### config.mk
export PLATFORM = sky130hd
export DESIGN_NAME = sha256_compress
export DESIGN_NICKNAME = d
export VERILOG_FILES = /design/src/pbkdf_pkg.sv /design/src/sha256_compress.sv
export VERILOG_INCLUDE_DIRS = /design/src
export SDC_FILE = /design/constraint.sdc
export NUM_CORES = 2
export LEC_CHECK = 0
export BUFFER_PORTS_ARGS = -buffer_cell sky130_fd_sc_hd__buf_2
export CAP_MARGIN = 25
export CORE_AREA = 5 5 402 404
export DETAILED_ROUTE_END_ITERATION = 6
export DIE_AREA = 0 0 407 409
export PLACE_DENSITY = 0.69
export SLEW_MARGIN = 20
export SYNTH_ARGS = -nofsm -noshare
export SYNTH_HDL_FRONTEND = slang
export SYNTH_SLANG_ARGS = --single-unit
### constraint.sdc
create_clock -name pbkdf_clk -period 11.9 [get_ports pbkdf_clk]
set_clock_uncertainty 0.2 [all_clocks]
set_input_delay 1.19 -clock pbkdf_clk [delete_from_list [all_inputs] [get_ports pbkdf_clk]]
set_output_delay 1.19 -clock pbkdf_clk [all_outputs]
set_load 0.005 [all_outputs]
### src/pbkdf_consts.svh
/*
 * Fixed constants for the PBKDF2-HMAC-SHA256 front end.
 * Include after the nettype directive in any file that needs the SHA-256
 * start value, the HMAC pad bytes or the fixed padding words.
 */
`ifndef PBKDF_CONSTS_SVH
`define PBKDF_CONSTS_SVH

// SHA-256 start value with H0 in the low word
`define SHA256_IV {32'h5be0cd19, 32'h1f83d9ab, 32'h9b05688c, 32'h510e527f, \
	32'ha54ff53a, 32'h3c6ef372, 32'hbb67ae85, 32'h6a09e667}

`define SHA256_ROUNDS 64			// Rounds per compression

`define HMAC_IPAD_BYTE 8'h36		// Inner pad byte
`define HMAC_OPAD_BYTE 8'h5c		// Outer pad byte

// Tail of the 80 byte header, length 640 bits
`define PAD_HEADER_TAIL {32'h00000280, 320'd0, 32'h80000000}

// After block index, nonce and data3 low words, length 1184 bits
`define PAD_BLOCK_ITER {32'h000004a0, 288'd0, 32'h80000000}

// Outer hash over OPAD block plus 32 byte digest, length 768 bits
`define PAD_OUTER {32'h00000300, 192'd0, 32'h80000000}

`endif
### src/pbkdf_pkg.sv
/*
 * Shared types of the PBKDF2-HMAC-SHA256 front end.
 * Word 0 of every multi-word type sits in the least significant bits.
 * Modules pull these in with a wildcard import in their header.
 */
`default_nettype none

package pbkdf_pkg;

	typedef logic [31:0] word_t;		// One SHA word
	typedef word_t [7:0] hash_t;		// State or digest, H0 lowest
	typedef word_t [15:0] block_t;		// Message block, W0 lowest

	// 80 byte block header, nonce in data3[3]
	typedef struct packed {
		word_t [3:0] data3;
		word_t [7:0] data2;
		word_t [7:0] data1;
	} header_t;

	// One compression request
	typedef struct packed {
		hash_t chain;					// Chaining state
		block_t msg;					// Message block
	} sha_req_t;

	// One 256 bit slice of the 128 byte result
	typedef struct packed {
		logic [1:0] index;				// Slice number 0..3
		hash_t data;
	} x_out_t;

endpackage

`default_nettype wire

### src/sha256_compress.sv
/*
 * Looping SHA-256 compressor, one round per clock.
 * A hash_start strobe captures hash_req. hash_done pulses 66 cycles later
 * with hash_result valid, which then holds until the next start.
 */
`default_nettype none
`include "pbkdf_consts.svh"

module sha256_compress
	import pbkdf_pkg::*;
(
	input wire logic pbkdf_clk,
	input wire logic reset,
	input wire logic hash_start,
	input wire sha_req_t hash_req,
	output hash_t hash_result,
	output logic hash_done
);

	typedef enum logic [1:0] {
		C_IDLE,
		C_ROUND,
		C_ADD
	} comp_state_t;

	localparam word_t K [0:63] = '{
		32'h428a2f98, 32'h71374491, 32'hb5c0fbcf, 32'he9b5dba5,
		32'h3956c25b, 32'h59f111f1, 32'h923f82a4, 32'hab1c5ed5,
		32'hd807aa98, 32'h12835b01, 32'h243185be, 32'h550c7dc3,
		32'h72be5d74, 32'h80deb1fe, 32'h9bdc06a7, 32'hc19bf174,
		32'he49b69c1, 32'hefbe4786, 32'h0fc19dc6, 32'h240ca1cc,
		32'h2de92c6f, 32'h4a7484aa, 32'h5cb0a9dc, 32'h76f988da,
		32'h983e5152, 32'ha831c66d, 32'hb00327c8, 32'hbf597fc7,
		32'hc6e00bf3, 32'hd5a79147, 32'h06ca6351, 32'h14292967,
		32'h27b70a85, 32'h2e1b2138, 32'h4d2c6dfc, 32'h53380d13,
		32'h650a7354, 32'h766a0abb, 32'h81c2c92e, 32'h92722c85,
		32'ha2bfe8a1, 32'ha81a664b, 32'hc24b8b70, 32'hc76c51a3,
		32'hd192e819, 32'hd6990624, 32'hf40e3585, 32'h106aa070,
		32'h19a4c116, 32'h1e376c08, 32'h2748774c, 32'h34b0bcb5,
		32'h391c0cb3, 32'h4ed8aa4a, 32'h5b9cca4f, 32'h682e6ff3,
		32'h748f82ee, 32'h78a5636f, 32'h84c87814, 32'h8cc70208,
		32'h90befffa, 32'ha4506ceb, 32'hbef9a3f7, 32'hc67178f2
	};

	comp_state_t cstate;
	logic [5:0] rnd;					// Current round
	logic done;
	hash_t init;						// Chaining input, kept for the final add
	hash_t st;							// Working vars, a in word 0 .. h in word 7
	block_t w;							// Schedule window, W[t] in word 0
	word_t ch, maj, t1, t2, w_next;

	function automatic word_t rotr(input word_t x, input int unsigned n);
		return (x >> n) | (x << (32 - n));
	endfunction

	function automatic word_t bsig0(input word_t x);
		return rotr(x, 2) ^ rotr(x, 13) ^ rotr(x, 22);
	endfunction

	function automatic word_t bsig1(input word_t x);
		return rotr(x, 6) ^ rotr(x, 11) ^ rotr(x, 25);
	endfunction

	function automatic word_t ssig0(input word_t x);
		return rotr(x, 7) ^ rotr(x, 18) ^ (x >> 3);
	endfunction

	function automatic word_t ssig1(input word_t x);
		return rotr(x, 17) ^ rotr(x, 19) ^ (x >> 10);
	endfunction

	assign ch = (st[4] & st[5]) ^ (~st[4] & st[6]);				// Choose on e
	assign maj = (st[0] & st[1]) ^ (st[0] & st[2]) ^ (st[1] & st[2]);
	assign t1 = st[7] + bsig1(st[4]) + ch + K[rnd] + w[0];
	assign t2 = bsig0(st[0]) + maj;
	assign w_next = ssig1(w[14]) + w[9] + ssig0(w[1]) + w[0];	// W[t+16]

	always_ff @(posedge pbkdf_clk) begin
		done <= 1'b0;
		case (cstate)
			C_IDLE: begin
				if (hash_start) begin					// Load cycle
					init <= hash_req.chain;
					st <= hash_req.chain;
					w <= hash_req.msg;
					rnd <= 6'd0;
					cstate <= C_ROUND;
				end
			end
			C_ROUND: begin
				st <= {st[6], st[5], st[4], st[3] + t1, st[2], st[1], st[0], t1 + t2};
				w <= {w_next, w[15:1]};					// Slide window by one word
				rnd <= rnd + 6'd1;
				if (rnd == 6'(`SHA256_ROUNDS - 1))
					cstate <= C_ADD;
			end
			C_ADD: begin
				for (int i = 0; i < 8; i++)
					st[i] <= st[i] + init[i];			// Feed forward
				done <= 1'b1;
				cstate <= C_IDLE;
			end
			default: cstate <= C_IDLE;
		endcase
		if (reset) begin
			cstate <= C_IDLE;
			rnd <= 6'd0;
			done <= 1'b0;
		end
	end

	assign hash_result = st;			// Stable until the next load
	assign hash_done = done;

endmodule

`default_nettype wire

==> key figures <==
Status
  • Outcome: finished clean

Die
  • Core area: 157,000 um^2
  • Io pins: 1,028
  • Placement row count: 146
  • Die W: 407 um
  • Die height: 409 um
  • Initial Util: 0.440
  • Die area: 166,000 um^2

Routing
  • First-pass iteration count of the detailed router: 5
  • Initial DRC Count: 6,825
  • ANT nets after route: 0
  • Vias/cell: 6.01
  • # DRC: 0
  • Routed vias: 56,400
  • Final wirelength: 288,000 um
  • Routed len/inst: 30.7 um

Synthesis
  • Area contributors post-synth: edfxtp_1, mux2_2, ha_1
  • Mapped cell area: 69,300 um^2
  • Most frequent cell after synthesis: edfxtp_1
  • Synth Register Bits: 1,033
  • Post-synth top area share: 0.444
  • YS warnings: 0
  • Post-synthesis mux area share: 0.0895
  • Primary FF master, synth: edfxtp_1
  • Register area share after synthesis: 0.446
  • Post-synthesis xor/xnor area fraction: 0.0743
  • Yosys cell types: 92
  • Area leader, netlist: edfxtp_1
  • Main combinational cell family by area after synthesis: compound AO/OA/AOI/OAI gates
  • Syn Nets: 7,543
  • Cells after synthesis: 6,178
  • Syn avg cell area: 11.2 um^2
  • Synth Area in Compound Gates: 0.149
  • Synth cell count leaders: edfxtp_1, nor2_1, mux2_2, inv_1, ha_1
  • Post-synth EDFFs: 1,024
  • Async SR Flop Fraction: 0
  • Simple-gate area share of the yosys netlist: 0.0722
  • Synth Area in Adders: 0.129

Timing
  • Minimum clock period after layout: 9.79 ns
  • Final setup margin: 2.11 ns
  • RSZ-0062 raised after global routing: no
  • Tightest Pin Transition: 1.14 ns
  • Final hold slack: 0.338 ns
  • Final TNS setup: 0 ns
  • Fmax: 102 MHz
  • Setup Viol. Count Final: 0
  • Hold Vio Cnt, Final: 0
  • Fin crit share: 0.823
  • Slew Viols, Final: 0
  • Slew HR: 0.242

Placement
  • Placer congestion estimate: 0.994
  • DP Wirelength: 226,000 um
  • Setup WS pre-CTS: 2.24 ns
  • Port Buf Inserts: 1,027

Worst setup path
  • Startpoint type of the worst setup path: flip-flop
  • WS Path Type: reg -> reg
  • Arr. time, crit path: 10.17 ns
  • Worst-path fanout max: 21
  • Max incr delay on CP: 0.89 ns
  • CP Data Required Time: 12.28 ns
  • Worst reg2reg setup slack: 2.11 ns
  • CP max stage cell: o41ai_1
  • Setup crit end kind: flip-flop

Finish
  • Final Core Density: 0.513
  • Filler Cells Inserted: 14,100
  • Synth-to-Final Area Change: 16.6%
  • Nets@finish: 8,466
  • FF/Latch Area: 30,900 um^2
  • Multi-input logic area: 35,600 um^2
  • Fraction of layout cells with a size suffix above 1: 0.257

Clock tree
  • CTS tree: done
  • CTS Buf Count: 114
  • # Post-CTS Setup Buffers: 0
  • Clk sinks: 1,033
  • Root Buffer: clkbuf_16
  • Clock transition at path regs: 0.06 ns
  • Clock Tree Buf Depth: 3
  • Cts hold-fix bufs: 0
  • Resized Gates After CTS: 0
  • Worst skew pair latency: 0.81 ns
  • H-tree levels: 3

Hold path
  • HP Class: reg -> reg

Global route
  • First-pass GRT wire length: 398,000 um
  • GRT Util Overall: 0.333
  • Vias in the first global route: 54,400
  • Grt total ovfl: 0
  • Largest net degree at the start of global routing: 152
  • Initial antenna violation count: 153

Run
  • Max Cap Viol: 0
[final timing paths]
check / startpoint / endpoint / cells past startpoint
worst max-delay path: rnd[1] / hash_result[31] / 36
worst min-delay path: w[187] / w[155] / 1
worst max register to register: rnd[1] / hash_result[31] / 36
worst min register to register: w[187] / w[155] / 1
[registers in the layout, indices dropped and copies added, names as in the netlist]
signal and flops:
cstate 2, rnd 6, hash_result 256, w 512, init 256, hash_done 1
[cell type report]
type,instances,share of cell area
antenna,103,0.00319
clock buffer,140,0.0365
clock inverter,74,0.0109
inverter,449,0.0210
multi-input combinational,4399,0.441
sequential,1033,0.383
tap,2072,0.0321
timing repair buffer,1104,0.0724
[metrics by stage]
stage	area [um^2]	instances
after CTS	80500	9268
after global placement	76600	9052
after global routing	80700	9328
after floorplan	69300	6178
final	80800	9374
after detailed placement	76600	9054
[worst max-delay path, delay by kind of cell, from the launching register on]
family	cells	cell delay [ns]
flops	1	0.31
buf+inv	5	0.77
simple gates	8	1.32
xor+xnor	3	0.53
fa+ha+maj	6	2.88
compound gates	14	3.65
[logic make-up (layout without fill, tap and decap cells)]
| logic type | count (synthesis) | in the layout |
|---|---|---|
| AO/OA/AOI/OAI | 1539 | 1539 |
| XOR/XNOR | 586 | 586 |
| adder cells (fa/ha/maj) | 596 | 596 |
| buffers and inverters | 746 | 1767 |
| flip-flops | 1033 | 1033 |
| multiplexers | 549 | 549 |
| other | 0 | 103 |
| AND/OR/NAND/NOR | 1129 | 1129 |
[metal layers]
metal | part of all wire | vias to the layer above | GRT usage
li1 | - | 24700 | -
met1 | 0.38 | 27700 | 0.426
met2 | 0.45 | 3209 | 0.512
met3 | 0.11 | 744 | 0.0885
met4 | 0.065 | 70 | 0.188
met5 | 0.0016 | - | 0
[layout by cell type (no fill, tap or decap), types with 45 or more instances in the layout]
master,count
nor2b_1,47
xnor2_1,364
edfxtp_1,1024
a221oi_1,158
buf_2,1027
nand2b_1,54
nand3_1,58
diode_2,103
buf_4,67
fa_1,195
a21o_1,216
ha_1,396
nand2_1,208
clkbuf_16,114
xor2_1,221
a22oi_1,69
a21oi_1,395
a211oi_1,45
inv_1,444
nor2_1,578
nor3_1,49
o21ai_0,283
mux2_2,513
Power is left out: the tool's default activity adds up to more than one toggle a clock period on the data nets, which glitch-free logic cannot reach.
