==> src/pbkdf_consts.svh <==
/*
 * Fixed constants for the PBKDF2-HMAC-SHA256 front end.
 * Include after the nettype directive in any file that needs the SHA-256
 * start value, the HMAC pad bytes or the fixed padding words.
 */
`ifndef PBKDF_CONSTS_SVH
`define PBKDF_CONSTS_SVH

// SHA-256 start value with H0 in the low word
`define SHA256_IV {32'h5be0cd19, 32'h1f83d9ab, 32'h9b05688c, 32'h510e527f, \
	32'ha54ff53a, 32'h3c6ef372, 32'hbb67ae85, 32'h6a09e667}

`define SHA256_ROUNDS 64			// Rounds per compression

`define HMAC_IPAD_BYTE 8'h36		// Inner pad byte
`define HMAC_OPAD_BYTE 8'h5c		// Outer pad byte

// Tail of the 80 byte header, length 640 bits
`define PAD_HEADER_TAIL {32'h00000280, 320'd0, 32'h80000000}

// After block index, nonce and data3 low words, length 1184 bits
`define PAD_BLOCK_ITER {32'h000004a0, 288'd0, 32'h80000000}

// Outer hash over OPAD block plus 32 byte digest, length 768 bits
`define PAD_OUTER {32'h00000300, 192'd0, 32'h80000000}

`endif
==> src/pbkdf_pkg.sv <==
/*
 * Shared types of the PBKDF2-HMAC-SHA256 front end.
 * Word 0 of every multi-word type sits in the least significant bits.
 * Modules pull these in with a wildcard import in their header.
 */
`default_nettype none

package pbkdf_pkg;

	typedef logic [31:0] word_t;		// One SHA word
	typedef word_t [7:0] hash_t;		// State or digest, H0 lowest
	typedef word_t [15:0] block_t;		// Message block, W0 lowest

	// 80 byte block header, nonce in data3[3]
	typedef struct packed {
		word_t [3:0] data3;
		word_t [7:0] data2;
		word_t [7:0] data1;
	} header_t;

	// One compression request
	typedef struct packed {
		hash_t chain;					// Chaining state
		block_t msg;					// Message block
	} sha_req_t;

	// One 256 bit slice of the 128 byte result
	typedef struct packed {
		logic [1:0] index;				// Slice number 0..3
		hash_t data;
	} x_out_t;

endpackage

`default_nettype wire

==> src/pbkdf_sequencer.sv <==
/*
 * Control FSM for PBKDF2-HMAC-SHA256 over an 80 byte header.
 * Chains thirteen compressions (key hash, IPAD, OPAD and four block
 * iterations) and publishes each outer digest as one x_out word.
 * Owns the running nonce, which steps by one after every job.
 */
`default_nettype none
`include "pbkdf_consts.svh"

module pbkdf_sequencer
	import pbkdf_pkg::*;
(
	input wire logic pbkdf_clk,
	input wire logic reset,
	input wire logic start,
	input wire logic loadnonce,
	input wire header_t header,
	input wire hash_t hash_result,
	input wire logic hash_done,
	output logic hash_start,
	output sha_req_t hash_req,
	output x_out_t x_out,
	output logic x_valid,
	output logic busy,
	output word_t nonce_out
);

	typedef enum logic [3:0] {
		S_IDLE,
		S_KEY1,							// Header first 64 bytes
		S_KEY2,							// Header tail with nonce
		S_IPAD1,						// Key XOR IPAD
		S_IPAD2,						// Header as message
		S_OPAD,							// Key XOR OPAD
		S_INNER,						// Block iteration inner hash
		S_OUTER,						// Block iteration outer hash
		S_DONE
	} seq_state_t;

	localparam hash_t IPAD_KEY = {32{`HMAC_IPAD_BYTE}};
	localparam hash_t OPAD_KEY = {32{`HMAC_OPAD_BYTE}};

	seq_state_t state;
	hash_t khash;						// Key, the hash of the header
	hash_t ihash;						// IPAD midstate
	hash_t ohash;						// OPAD midstate
	logic [2:0] blk_cnt;				// Block index 1..4
	word_t nonce;

	// Last 16 header bytes behind the block index, then padding
	function automatic block_t iter_block(input logic [2:0] blk, input word_t n,
			input header_t hdr);
		return {`PAD_BLOCK_ITER, 29'd0, blk, n, hdr.data3[2:0]};
	endfunction

	assign nonce_out = nonce;

	always_ff @(posedge pbkdf_clk) begin
		hash_start <= 1'b0;				// Strobes default low
		x_valid <= 1'b0;
		case (state)
			S_IDLE: begin
				if (start) begin
					busy <= 1'b1;
					hash_req.chain <= `SHA256_IV;
					hash_req.msg <= {header.data2, header.data1};
					hash_start <= 1'b1;
					state <= S_KEY1;
				end
			end
			S_KEY1: begin
				if (hash_done) begin
					hash_req.chain <= hash_result;
					hash_req.msg <= {`PAD_HEADER_TAIL, nonce, header.data3[2:0]};
					hash_start <= 1'b1;
					state <= S_KEY2;
				end
			end
			S_KEY2: begin
				if (hash_done) begin
					khash <= hash_result;				// Kept for the OPAD block
					hash_req.chain <= `SHA256_IV;
					hash_req.msg <= {IPAD_KEY, hash_result ^ IPAD_KEY};
					hash_start <= 1'b1;
					state <= S_IPAD1;
				end
			end
			S_IPAD1: begin
				if (hash_done) begin
					hash_req.chain <= hash_result;
					hash_req.msg <= {header.data2, header.data1};	// Header as salt
					hash_start <= 1'b1;
					state <= S_IPAD2;
				end
			end
			S_IPAD2: begin
				if (hash_done) begin
					ihash <= hash_result;
					hash_req.chain <= `SHA256_IV;
					hash_req.msg <= {OPAD_KEY, khash ^ OPAD_KEY};
					hash_start <= 1'b1;
					state <= S_OPAD;
				end
			end
			S_OPAD: begin
				if (hash_done) begin
					ohash <= hash_result;
					hash_req.chain <= ihash;			// First block iteration
					hash_req.msg <= iter_block(3'd1, nonce, header);
					blk_cnt <= 3'd1;
					hash_start <= 1'b1;
					state <= S_INNER;
				end
			end
			S_INNER: begin
				if (hash_done) begin
					hash_req.chain <= ohash;
					hash_req.msg <= {`PAD_OUTER, hash_result};
					hash_start <= 1'b1;
					state <= S_OUTER;
				end
			end
			S_OUTER: begin
				if (hash_done) begin
					x_valid <= 1'b1;					// Publish this slice
					x_out.index <= blk_cnt[1:0] - 2'd1;
					x_out.data <= hash_result;
					if (blk_cnt == 3'd4) begin
						state <= S_DONE;
					end else begin
						hash_req.chain <= ihash;
						hash_req.msg <= iter_block(blk_cnt + 3'd1, nonce, header);
						blk_cnt <= blk_cnt + 3'd1;
						hash_start <= 1'b1;
						state <= S_INNER;
					end
				end
			end
			S_DONE: begin
				busy <= 1'b0;
				nonce <= nonce + 32'd1;					// Next job's nonce
				state <= S_IDLE;
			end
			default: state <= S_IDLE;
		endcase

		// Load wins over the end-of-job increment
		if (loadnonce)
			nonce <= header.data3[3];

		if (reset) begin
			state <= S_IDLE;
			busy <= 1'b0;
			hash_start <= 1'b0;
			x_valid <= 1'b0;
			blk_cnt <= 3'd0;
			nonce <= 32'd0;
		end
	end

endmodule

`default_nettype wire

==> config.mk <==
export PLATFORM = sky130hd
export DESIGN_NAME = pbkdf_sequencer
export DESIGN_NICKNAME = d
export VERILOG_FILES = /design/src/pbkdf_pkg.sv /design/src/pbkdf_sequencer.sv
export VERILOG_INCLUDE_DIRS = /design/src
export SDC_FILE = /design/constraint.sdc
export NUM_CORES = 2
export LEC_CHECK = 0
export BUFFER_PORTS_ARGS = -buffer_cell sky130_fd_sc_hd__buf_2
export CORE_AREA = 2 2 764 766
export CTS_CLUSTER_SIZE = 14
export DETAILED_ROUTE_END_ITERATION = 12
export DIE_AREA = 0 0 766 768
export GPL_ROUTABILITY_DRIVEN = 1
export MAX_ROUTING_LAYER = met4
export SYNTH_ARGS = -nofsm -noshare
export SYNTH_HDL_FRONTEND = slang
export SYNTH_SLANG_ARGS = --single-unit
==> constraint.sdc <==
create_clock -name pbkdf_clk -period 66.7 [get_ports pbkdf_clk]
set_input_delay 16.675 -clock pbkdf_clk [delete_from_list [all_inputs] [get_ports pbkdf_clk]]
set_output_delay 16.675 -clock pbkdf_clk [all_outputs]
set_load 0.01 [all_outputs]
==> impl_summary.log <==
[metrics] overall die area: 0.588 mm^2
[metrics] initial core utilization: 11.8%
[metrics] fin crit period: around 21 ns
[metrics] cell count after synthesis: 4519
[metrics] y dimension of the die: 768 um
[metrics] average via count per standard cell: 3.63
[metrics] TritonCTS clock tree: built
[metrics] number of antenna violations at the first check in global routing: 406
[metrics] Core Area: 0.580 mm^2
[metrics] Pwr Total: between 3 and 4 mW
[metrics] fraction of layout cells with a size suffix above 1: 36.4%
[metrics] length of the first detailed-routing pass in iterations: 9
[metrics] CTS H-tree lvls: 4
[metrics] flip-flop and latch count after synthesis: around 1800
[metrics] sequential-to-total area share from yosys stat: between 70% and 80%
[metrics] cells resized by post-CTS repair: 0
[metrics] setup repair after global routing missed its margin: no
[metrics] Cell Area, Synth: 0.0685 mm^2
[metrics] startpoint types: input port
[metrics] HPWL after DPL: 405000 um
[metrics] number of slew-limit violations in the final report: 0
[metrics] worst endpoint data arrival time: ~22 ns
[metrics] number of global-route vias before repair: 49000
[metrics] Die W: 766 um
[metrics] final net count: 7421
[metrics] GR Util All Layers: 16.7%
[metrics] top-level I/O count: 1962
[metrics] routed len/inst: 33.8 um
[metrics] cell types with the highest counts after synthesis: sky130_fd_sc_hd__edfxtp_1 (1794), sky130_fd_sc_hd__nand2_1 (906), sky130_fd_sc_hd__nor2_1 (284)
[metrics] maximum fanout along the worst path: 65
[metrics] count of unresolved DRC violations after routing: 0
[metrics] Crit. End Element: flop
[metrics] multiplexer share of the synthesized area: 0.0146%
[metrics] total number of vias: 53700
[metrics] standard-cell row count: 280
[metrics] status: completed
[metrics] total negative slack: 0 ns
[metrics] fraction of registers with async set or reset after synthesis: 0%
[metrics] relative max-transition margin: 16.0%
[metrics] final wirelength: approximately 500000 um
[metrics] global placer's final weighted congestion: 1.05
[metrics] number of cell instances on the worst register-to-register path: 9
[metrics] max-cap violation count: 0
[metrics] wire length of the first global-routing pass: slightly above 600000 um
[metrics] hold path depth: 2
[metrics] number of setup buffers added after CTS: 0
[metrics] most frequent cell after synthesis: sky130_fd_sc_hd__edfxtp_1
[metrics] setup slack on the worst flop-to-flop path: around 60 ns
[metrics] number of synthesized flops with an enable pin: 1794
[metrics] combinational family with the most area after synthesis: compound AO/OA/AOI/OAI gates
[metrics] number of warnings printed during yosys synthesis: 0
[metrics] max frequency: ~47 MHz
[metrics] leakage power total: 34.5 nW
[metrics] hold violation total from the final report: 0
[metrics] DRT iter0 DRCs: about 7500
[metrics] area growth from synthesis to layout: 40.0%
[metrics] Avg Cell Area, Syn: 15.2 um^2
[metrics] critical path class: in2reg
[metrics] fraction of synthesized cell area taken by the top area cell type: 78.6%
[metrics] # port buffers: 1961
[metrics] top cells by area, synth: sky130_fd_sc_hd__edfxtp_1 (79%), sky130_fd_sc_hd__nand2_1 (5.0%), sky130_fd_sc_hd__a22oi_1 (2.2%)
[metrics] pin count of the biggest net entering global routing: around 150
[metrics] end of the worst register-to-register path: hash_req[358]
[metrics] Max IR drop VDD: approximately 0.022 mV
[metrics] actual slew at the worst max-slew pin: ~1.3 ns
[metrics] Hold-fix buffers, CTS: 0
[metrics] required time at the worst-slack endpoint: 67.24 ns
[metrics] Hold EP: hash_req[636]
[metrics] maximum clock path buffer count: 4
[metrics] Main synth FF type: sky130_fd_sc_hd__edfxtp_1
[metrics] Post-DRT Antenna Nets: 0
[metrics] final setup fails: 0
[metrics] Crit Reg-Reg Startpoint: state[2]
[metrics] synthesized-area fraction occupied by adder cells: 0.0548%
[metrics] total congestion overflow after global routing: 0
[metrics] cell type with the highest aggregate area in the netlist: sky130_fd_sc_hd__edfxtp_1
[metrics] number of buffers added by the clock tree synthesis step: 217
[metrics] Clock Skew: between 0.06 and 0.07 ns
[metrics] XOR/XNOR share of the synthesized area: 0.166%
[metrics] PwrDens: 36.7 mW/mm^2
[metrics] Final period util: 32.0%
[metrics] clock sink total: 1836
[metrics] Hold WC Path Type: reg2reg
[metrics] post-synth net total: 5423
[metrics] area fraction in compound gates after synthesis: 9.39%
[metrics] distinct cell type count after synthesis: 63
[metrics] clock latency on the worst-skew pair: 0.97 ns
[metrics] Worst-path clk slew: 0.06 ns
[metrics] simple-gate portion of the synthesized area: 8.54%
[metrics] Hold Startpoint: ihash[124]
[metrics] clock tree root buffer cell: sky130_fd_sc_hd__clkbuf_16
layout make-up:
type | instances | area, um^2
Timing Repair Buffer | 2077 | 10800
Sequential cell | 1836 | 54700
Clock buffer | 257 | 5640
Antenna cell | 363 | 908
Inverter | 48 | 195
Tap cell | 7755 | 9700
Clock inverter | 143 | 1400
Fill cell | 63900 | 484000
Multi-Input combinational cell | 2337 | 12600
layer usage:
layer / global-route usage (%) / wire, um / vias up
met2: 24.0 / 213000 / 4047
met3: 8.71 / 69000 / 900
met5: - / 0 / -
met1: 19.3 / 194000 / 27000
li1: - / - / 21800
met4: 7.23 / 24400 / 0
layout by cell type (no fill, tap or decap), drive strengths merged, types with 6 or more instances in the layout:
cell type	n
or3	9
a221oi	118
xor2	6
a21oi	193
xnor2	7
a311oi	14
and2	69
o21ai	172
o211ai	35
a221o	72
nand2	906
bufinv	14
nand4	14
nand3	65
diode	363
nor3	11
o31ai	7
nor2	284
a22oi	198
clkinv	87
clkinvlp	17
nor4	8
a211oi	13
dfxtp	42
clkbuf	257
or4	9
buf	2077
inv	73
and3	10
edfxtp	1794
a222oi	63
kinds of logic after synthesis:
group,count (synthesis)
adders and majority gates,3
xor gates and xnor gates,13
AOI/OAI and AO/OA,910
and+or+nand+nor,1410
buffers and inverters,346
muxes,1
DFF,1836
worst max-delay path, cell delays in order:
cell and delay (ns):
sky130_fd_sc_hd__buf_2 0.11, sky130_fd_sc_hd__nor4b_1 0.43, sky130_fd_sc_hd__or3_1 0.26, sky130_fd_sc_hd__and2_4 0.71, sky130_fd_sc_hd__buf_4 0.64, sky130_fd_sc_hd__buf_4 0.54
sky130_fd_sc_hd__buf_4 0.67, sky130_fd_sc_hd__buf_4 0.74, sky130_fd_sc_hd__buf_4 0.71
worst max path at each step:
stage,end,slack (ns),cells after the start,start
floorplan,hash_req[0],31.04,3,start
global placement,hash_req[358],44.44,9,start
global route,hash_req[314],45.06,9,start
detailed placement,hash_req[358],44.42,9,start
CTS,hash_req[358],45.46,9,start
finish,hash_req[358],45.38,9,start
power by group:
part	switching [mW]	internal [mW]
sequential	0.0634	1.49
combinational	0.566	0.193
clock	0.544	0.666
stage by stage:
step | cells | hold slack, ns | util (%) | setup WS (ns) | area [um^2]
finish | 14800 | 0.457 | 16.5 | 45.38 | 95900
global route | 14700 | 0.474 | 16.5 | 45.06 | 95700
CTS | 14500 | 0.446 | 16.4 | 45.46 | 95000
detailed placement | 14100 | 0.481 | 15.2 | 44.42 | 88000
global placement | 14100 | 0.470 | 15.2 | 44.44 | 88000
floorplan | 4519 | 0.449 | - | 31.04 | 68500
registers in the layout (all words and copies together), names as in the netlist, 3 cells and up:
register / cells
x_out: 258
hash_req: 768
khash: 256
ohash: 256
state: 4
nonce_out: 32
blk_cnt: 3
ihash: 256
No activity file was read; power rests on OpenSTA's default activity.
